`config.mk`:
```
export PLATFORM = sky130hd
export DESIGN_NAME = mult_result_sel_flat
export DESIGN_NICKNAME = d
export VERILOG_FILES = /design/src/logic/mult_pkg.sv /design/src/logic/mult_if.sv /design/src/logic/mult_result_sel.sv /design/src/flat_wrapper.sv
export VERILOG_INCLUDE_DIRS = /design/src /design/src/include
export SDC_FILE = /design/constraint.sdc
export NUM_CORES = 1
export LEC_CHECK = 0
export BUFFER_PORTS_ARGS = -buffer_cell sky130_fd_sc_hd__clkbuf_2
export CAP_MARGIN = 20
export CORE_UTILIZATION = 50
export DETAILED_ROUTE_END_ITERATION = 8
export PLACE_DENSITY = 0.74
export RECOVER_POWER = 100
export SLEW_MARGIN = 20
export SYNTH_ARGS = -nofsm -noshare
export SYNTH_HDL_FRONTEND = slang
export SYNTH_SLANG_ARGS = --single-unit
```
`constraint.sdc`:
```
create_clock -name vclk -period 6.6
set_input_delay 0.33 -clock vclk [all_inputs]
set_output_delay 0.33 -clock vclk [all_outputs]
set_load 0.1 [all_outputs]
```
`src/include/mult_macros.svh`:
```
`ifndef MULT_MACROS_SVH
`define MULT_MACROS_SVH

// architecture widths
`define ARCH_WIDTH   32 // one word, operand size
`define ARCH_WIDTH_H 16 // half word
`define ARCH_WIDTH_D 64 // double word, full product

// simd lane tiles for the pp masks
`define TILE_8  8  // dot8 lanes, four per word
`define TILE_16 16 // dot16 lanes, two per word

// walks one index over a width
// usage: `IT_P(i, W) stmt;
`define IT_P(idx, width) for (int idx = 0; idx < (width); idx++)

`endif

```
`src/logic/mult_pkg.sv`:
```
`default_nettype none

`include "mult_macros.svh"

package mult_pkg;

    // op codes, msb marks a simd op
    typedef enum logic [2:0] {
        MULT_OP_MUL    = 3'b000, // low word
        MULT_OP_MULH   = 3'b001, // high word, s x s
        MULT_OP_MULHSU = 3'b010, // high word, s x u
        MULT_OP_MULHU  = 3'b011, // high word, u x u
        MULT_OP_DOT16  = 3'b100, // 2 lanes of 16x16
        MULT_OP_DOT8   = 3'b101  // 4 lanes of 8x8
    } mult_op_t;

    // single word
    typedef logic [`ARCH_WIDTH-1:0] simd_t;

    // double word, flat or as two halves
    typedef union packed {
        logic [`ARCH_WIDTH_D-1:0] d;
        simd_t [1:0]              w; // w[1] is the high word
    } simd_d_t;

    // same shape as the core's pipe control
    typedef struct packed {
        logic en;    // load stage
        logic flush; // back to reset value, wins over en
    } stage_ctrl_t;

endpackage

`default_nettype wire

```
`src/logic/mult_if.sv`:
```
`default_nettype none
`timescale 1ns/1ps

`include "mult_macros.svh"


// reduced sum plus registered side data to the result select
interface sum_bus_if import mult_pkg::*; ();
    simd_d_t  tree_sum; // cpa of the final tree
    simd_d_t  corr;
    mult_op_t op;
    simd_t    a;
    logic     b_sign;

    modport src (output tree_sum, corr, op, a, b_sign);
    modport dst (input  tree_sum, corr, op, a, b_sign);
endinterface

`default_nettype wire

```
`src/logic/mult_result_sel.sv`:
```
`default_nettype none
`timescale 1ns/1ps

`include "mult_macros.svh"

module mult_result_sel import mult_pkg::*; (
    sum_bus_if.dst i_sum,
    output simd_t  o_p
);

    localparam int unsigned DOT8_W   = `ARCH_WIDTH_H + 1;    // dot8 sum, 17 bits
    localparam int unsigned DOT8_PAD = `ARCH_WIDTH - DOT8_W; // sign pad, 15 bits

    simd_d_t mul_u;  // no correction, mulhu
    simd_d_t mul_s;  // corrected, all signed ops
    simd_t   mul_su; // high word of s x u

    assign mul_u = i_sum.tree_sum;
    assign mul_s = i_sum.tree_sum.d + i_sum.corr.d;

    // s x u = s x s + a * 2^32 when b msb is set
    assign mul_su = i_sum.b_sign ? (mul_s.w[1] + i_sum.a) : mul_s.w[1];

    always_comb begin
        case (i_sum.op)
            MULT_OP_MUL:    o_p = mul_s.w[0];
            MULT_OP_MULH:   o_p = mul_s.w[1];
            MULT_OP_MULHSU: o_p = mul_su;
            MULT_OP_MULHU:  o_p = mul_u.w[1];
            MULT_OP_DOT16:  o_p = mul_s.w[0]; // lanes already summed in the trees
            MULT_OP_DOT8: begin
                // sign-extend from bit 16
                o_p = {{DOT8_PAD{mul_s.d[DOT8_W-1]}}, mul_s.d[DOT8_W-1:0]};
            end
            default:        o_p = '0; // unused codes
        endcase
    end

endmodule

`default_nettype wire

```
`src/flat_wrapper.sv`:
```
// flat-port wrapper written by rule: the top's interface ports become plain ports
module mult_result_sel_flat import mult_pkg::*;
  (o_p, i_sum_tree_sum, i_sum_corr, i_sum_op, i_sum_a, i_sum_b_sign);
  sum_bus_if i_sum_i ();
  output simd_t o_p;
  input wire logic [$bits(i_sum_i.tree_sum)-1:0] i_sum_tree_sum;
  input wire logic [$bits(i_sum_i.corr)-1:0] i_sum_corr;
  input wire logic [$bits(i_sum_i.op)-1:0] i_sum_op;
  input wire logic [$bits(i_sum_i.a)-1:0] i_sum_a;
  input wire logic [$bits(i_sum_i.b_sign)-1:0] i_sum_b_sign;
  assign i_sum_i.tree_sum = i_sum_tree_sum;
  assign i_sum_i.corr = i_sum_corr;
  assign i_sum_i.op = i_sum_op;
  assign i_sum_i.a = i_sum_a;
  assign i_sum_i.b_sign = i_sum_b_sign;
  mult_result_sel u_core (.i_sum(i_sum_i), .o_p(o_p));
endmodule
```
# Word level (Yosys, flattened, before mapping)
# Cells that the tools add are included.
word_totals:
  regBits: 0
  inputBits: 164
  out_inout_bits: 32
  wordCells: 11
classes:
  add_sub_neg: 2
  eq_ne: 5
  mux: 2
  n_reduce_logical: 2
op_table:
  columns: ["operator", "count"]
  rows:
  - ["$pmux 32 s5", 1]
  - ["$add 64x64->64", 1]
  - ["$add 32x32->32", 1]
  - ["$mux 32", 1]
  - ["$eq 3x2->1 const B", 2]
  - ["$eq 3x3->1 const B", 2]
  - ["$eq 3x1->1 const B", 1]
  - ["$logic_not 3->1", 1]
  - ["$reduce_or 2->1", 1]

# Longest topological paths before layout
# Gate-level depths: netlist (run 1).
depth:
  depth_word: 4
  ltp_mapped: 25
  depth_no_buf: 24

# Least setup slack after synthesis (run 1)
# No wires, ideal clock.
synth_path:
  path_kind: "in2out"
  start: "in i_sum_corr[0]"
  end: "out o_p[30]"
  arrival_time_ps: 6045
  required_ps: 6270
  slack_ps: 225
  path_stages: 13
  path_buffers: 0
  cell_sequence: "ha_1 inv_1 fa_1 nand2b_1 a21oi_1 o21ai_0 a2111oi_1 a211o_1 o21ai_0 nor2b_1 nor3_1 o31ai_1 o311ai_0"
synth_between:
  elab_chain_cells: 4
synth_lines:
  columns: ["item", "line", "text"]
  rows:
  - ["from (decl)", "flat_wrapper.sv:7", "input wire logic [$bits(i_sum_i.corr)-1:0] i_sum_corr;"]
  - ["$add 64x64->64 (*)", "mult_result_sel.sv:19", "assign mul_s = i_sum.tree_sum.d + i_sum.corr.d;"]
  - ["$add 32x32->32", "mult_result_sel.sv:22", "assign mul_su = i_sum.b_sign ? (mul_s.w[1] + i_sum.a) : mul_s.w[1];"]
  - ["$mux 32", "mult_result_sel.sv:22", null]
  - ["$pmux 32 s5 (*)", "mult_result_sel.sv:25", "case (i_sum.op)"]
  - ["to (decl)", "flat_wrapper.sv:5", "output simd_t o_p;"]
# Mark *: on every way between the ends. The rest lies on a longest branch, timed or not.

# Worst setup path in the final report (run 1)
# Ends and elaborated chain as after synthesis.

==> results.toml, run 1 <==
[cells_and_area]
seq_cell_count = 0
utilization = 0.6152
fin_area_um2 = 7795
antennaDiodeCount = 0
fillers = 1319
drive_above_1_share = 0.2012
multi_input_area_um2 = 6235
clkbuf_count = 0
seqCellArea_um2 = 0
area_growth_pct = 19.65
nets = 1417

[sta]
slew_headroom = 0.2039
period_share = 0.9462
timing.fmax_mhz = 160.1
slew_violations = 0
tightest_slew_ns = 1.199
rsz0062_at_grt = "true"
period_needed_ns = 6.245
setup_viol_count_final = 0
hold_viol = 0

[placement]
place_area_um2 = 7775
gp_congestion = 1.009
place_hpwl_mm = 21.03
port_buffers = 196

[worst_setup_path]
slowest_stage = "fa_1"
required_ns = 6.27
cp.arrival_ns = 5.91
cp_max_fo = 4
crit_type = "input pin to primary output"
crit_start = "i_sum_corr[0]"
crit_path_end_kind = "primary output"
cp-start-kind = "input pin"
max_stage_delay_ns = 0.41

[min_path]
hold_end = "o_p[31]"
hold_start = "i_sum_tree_sum[63]"
holdPathStages = 5
hold_class = "input pin to primary output"

[floorplan]
initial_utilization = 0.5142
die_w_um = 116.2
num_io_pins = 196
die_area_um2 = 13490
core_um2 = 12670
die_y_um = 116.2
row_count = 41

[run_status]
outcome = "complete, no violations"

[flow_run]
drv_cap = 0

[route]
drc = 0
drt_first_pass_iters = 6
routedWlPerCell_um = 18.96
antenna_left = 0
vias = 8441
drt_iter0_markers = 869
wl_mm = 25.03
avgViaCountPerCell = 6.395

[pwr]
pwr_density_cell_nw_per_um2 = 185.3
fin_total_pwr_mw = 1.444
leakagePower_nw = 3.680
peakVddDrop_mv = 0.1029

[grt]
antenna_found_initial = 0
grt_start_max_net_pins = 32
grt_usage = 0.3593
first_global_vias = 7641
grt_pass1_wl_mm = 38.28
grt_overflow = 0

[yosys]
syn-cell-area_um2 = 6515
avgSynthCellArea_um2 = 6.696
syn_nets = 1240
synth_commonest_cells = "114 x a21oi_1, 101 x ha_1, 93 x nand2_1"
yosys.area.top_type_share = 0.1940
ys_types = 65
yosysMostFrequentCell = "a21oi_1"
syn_inst = 973
seq_area_frac_synth = 0
synth_top_cell_by_area = "ha_1"
synthTopCellsByArea = "ha_1 19%, a21oi_1 8.8%, xnor2_1 7.5%"
yosysWarnings = 0

[clock_tree]
postCtsHoldBufs = 0
-- layout make-up --
class / count / share of cell area
multi-input combinational: 885 / 0.7998
timing repair buffer: 225 / 0.1543
tap: 172 / 0.02761
inverter: 38 / 0.01830
-- critical path: cells and delay by family --
kind,cells,cell delay [ns]
XOR/XNOR,2,0.30
adder cells (fa/ha/maj),4,1.21
buffers and inverters,6,0.93
AND/OR/NAND/NOR,4,0.78
AO/OA/AOI/OAI,13,2.36
-- power breakdown --
| group | switching, mW | internal, mW | total [mW] |
|---|---|---|---|
| combinational | 0.964 | 0.480 | 1.44 |
| clock | 0 | 0 | 0 |
| sequential | 0 | 0 | 0 |
-- repair_timing --
item | in CTS | in global routing
gates resized for setup | 0 | 11
setup endpoints to repair | 0 | 4
setup buffers | 0 | 1
-- routing by layer --
metal  vias to the layer above  share of wire  track usage
li1                       4053              -            -
met1                      3843           0.42       0.4823
met2                       475           0.45       0.6067
met3                        70           0.10      0.04930
met4                         0          0.029      0.08462
met5                         -              0            0
-- through the flow --
step	worst slack [ns]	cells	setup TNS, ns	hold slack, ns
3_5_place_dp	0.3066	1319	0	1.237
4_1_cts	0.2620	1319	0	1.238
3_3_place_gp	0.3707	1319	0	1.218
2_1_floorplan	0.2250	973	0	1.159
5_1_grt	-0.1016	1320	-0.1185	1.285
6_report	0.3552	1320	0	1.235
-- cells in the final DEF (no fill, tap or decap), types with 4 or more instances in the layout --
master    netlist  routed
clkbuf_2        0     179
nor3_1         17      17
buf_4           0      26
o21a_1         10      10
o21bai_1       21      21
a211oi_1       17      17
a21oi_1       114     112
and2_1          8       8
nand2b_1       11      11
o311ai_0        6       6
nand4_1        31      31
clkbuf_1       46      17
nor2_1         64      64
xor2_1         30      29
ha_1          101     100
a22oi_1         4       4
o31ai_1         8       6
a222oi_1        7       7
nand2_1        93      93
a221oi_1        6       6
a21boi_0        5       5
o211ai_1        9       9
or4_1           4       4
a221o_1        19      19
o21ai_0        73      71
and3_1          9       9
nor4_1          7       7
a31oi_1        12      12
or3_1           9       9
xnor2_1        56      56
inv_1          38      38
nand3_1        30      30
nor2b_1        11      11
mux2i_1         5       5
a21o_1         41      41
-- kinds of logic after synthesis --
family | share of synthesized area
xor gates and xnor gates | 0.1156
AOI/OAI and AO/OA | 0.4002
and+or+nand+nor | 0.2210
muxes | 0.01114
buffers and inverters | 0.05185
adders and majority gates | 0.2001
-- worst max-delay path by stage --
stage / end / slack (ns) / depth (start not counted)
after floorplan: o_p[30] / 0.22 / 13
after global placement: o_p[31] / 0.37 / 28
after detailed placement: o_p[31] / 0.31 / 28
after CTS: o_p[31] / 0.26 / 28
after global routing: o_p[31] / -0.10 / 26
final: o_p[30] / 0.36 / 29
(Power assumes the default switching activity.)
==> inputs of run 2 (changes only) <==
Settings changed: PLACE_DENSITY 0.74 to 0.88.
==> run 2 against run 1 <==
Net effect:
- die area did not move
- utilization fell by 0.41 points
- cell count fell by 0.91%
- flip-flop and latch count did not move
- largest power group unchanged
==> results.toml, run 2 (same netlist as run 1, synthesis figures left out) <==
[run_status]
outcome = "complete, no violations"

[route]
routedWlPerCell_um = 18.65
drt_first_pass_iters = 6
wl_mm = 24.40
avgViaCountPerCell = 6.508
drc = 0
antenna_left = 0
drt_iter0_markers = 963
vias = 8512

[sta]
timing.fmax_mhz = 157.4
period_share = 0.9625
period_needed_ns = 6.353
final.setup.tns_ns = 0
slew_headroom = 0.2085
tightest_slew_ns = 1.192
setup_viol_count_final = 0
hold_viol = 0
whs_ns = 1.255
slew_violations = 0

[placement]
gp_congestion = 0.9931
place_hpwl_mm = 20.32
port_buffers = 196
place_inst = 1308

[cells_and_area]
final_cell_mix = "177 x clkbuf_2, 112 x a21oi_1, 100 x ha_1"
antennaDiodeCount = 0
utilization = 0.6110
fillers = 1250
final_common_cell = "clkbuf_2"
seq_cell_count = 0
nets = 1405
fin_cells = 1308
area_growth_pct = 18.84
clkbuf_count = 0
seqCellArea_um2 = 0
drive_above_1_share = 0.1981

[floorplan]
die_area_um2 = 13490
core_um2 = 12670
row_count = 41
die_y_um = 116.2
num_io_pins = 196
initial_utilization = 0.5142
die_w_um = 116.2

[grt]
grt_pass1_wl_mm = 37.38
first_global_vias = 7709
antenna_found_initial = 0
grt_overflow = 0
grt_start_max_net_pins = 32
grt_usage = 0.3491

[worst_setup_path]
cp_max_fo = 7
required_ns = 6.27
crit_path_end_kind = "primary output"
crit_type = "input pin to primary output"
cp.arrival_ns = 6.02
cp-start-kind = "input pin"

[min_path]
hold_class = "input pin to primary output"

[pwr]
pwr_density_cell_nw_per_um2 = 185.5
fin_total_pwr_mw = 1.436
leakagePower_nw = 3.648
peakVddDrop_mv = 0.09002

[clock_tree]
postCtsHoldBufs = 0

[flow_run]
drv_cap = 0
[run 2: path summary, 6_finish.rpt]
check                         startpoint      end  depth (start not counted)
worst max-delay path       i_sum_corr[0]  o_p[31]                         25
worst min-delay path  i_sum_tree_sum[63]  o_p[31]                          5
[run 2: area by class of cell]
| class | count | area, um^2 | area share |
|---|---|---|---|
| well taps | 172 | 215.2 | 0.02780 |
| repair buffers | 213 | 1142 | 0.1475 |
| inverters | 38 | 142.6 | 0.01842 |
| multi-input cells | 885 | 6242 | 0.8062 |
[run 2: worst max-delay path, stage by stage]
cell       delay [ns]
clkbuf_2         0.08
ha_1             0.19
inv_1            0.07
fa_1             0.39
nand2b_1         0.20
a21oi_2          0.18
o21ai_1          0.12
a2111oi_2        0.41
a211o_1          0.23
nor2_1           0.09
o41ai_1          0.35
buf_4            0.19
xor2_1           0.24
ha_2             0.37
a211oi_1         0.32
nor2_1           0.14
o31ai_2          0.23
a21boi_0         0.15
a211oi_2         0.31
a21oi_1          0.16
a31oi_1          0.23
mux2i_1          0.28
o311ai_0         0.14
or3_1            0.44
buf_12           0.19
[run 2: metrics by stage]
step	cell area (um^2)	setup slack [ns]
3_3_place_gp	7697	0.2312
4_1_cts	7697	0.1095
5_1_grt	7742	-0.004510
6_report	7742	0.2473
2_1_floorplan	6515	0.2250
3_5_place_dp	7697	0.1493
[run 2: routing by layer]
layer	global-route usage	vias to the layer above	routed length [um]
met1	0.4690	3837	10060
met2	0.5687	551	10680
met5	0	-	0
met4	0.1308	0	1026
met3	0.04515	96	2628
li1	-	4028	-
[run 2: timing repair]
action	4_1_cts	5_1_grt
endpoints found under the hold margin	0	0
setup endpoints to repair	0	12
gates resized for setup	0	15
buffers inserted	0	0
[run 2: power breakdown]
part           leakage (nW)  total, mW  internal (mW)  switching [mW]
registers                 0          0              0               0
clock network             0          0              0               0
logic                  3.65       1.44          0.475           0.961
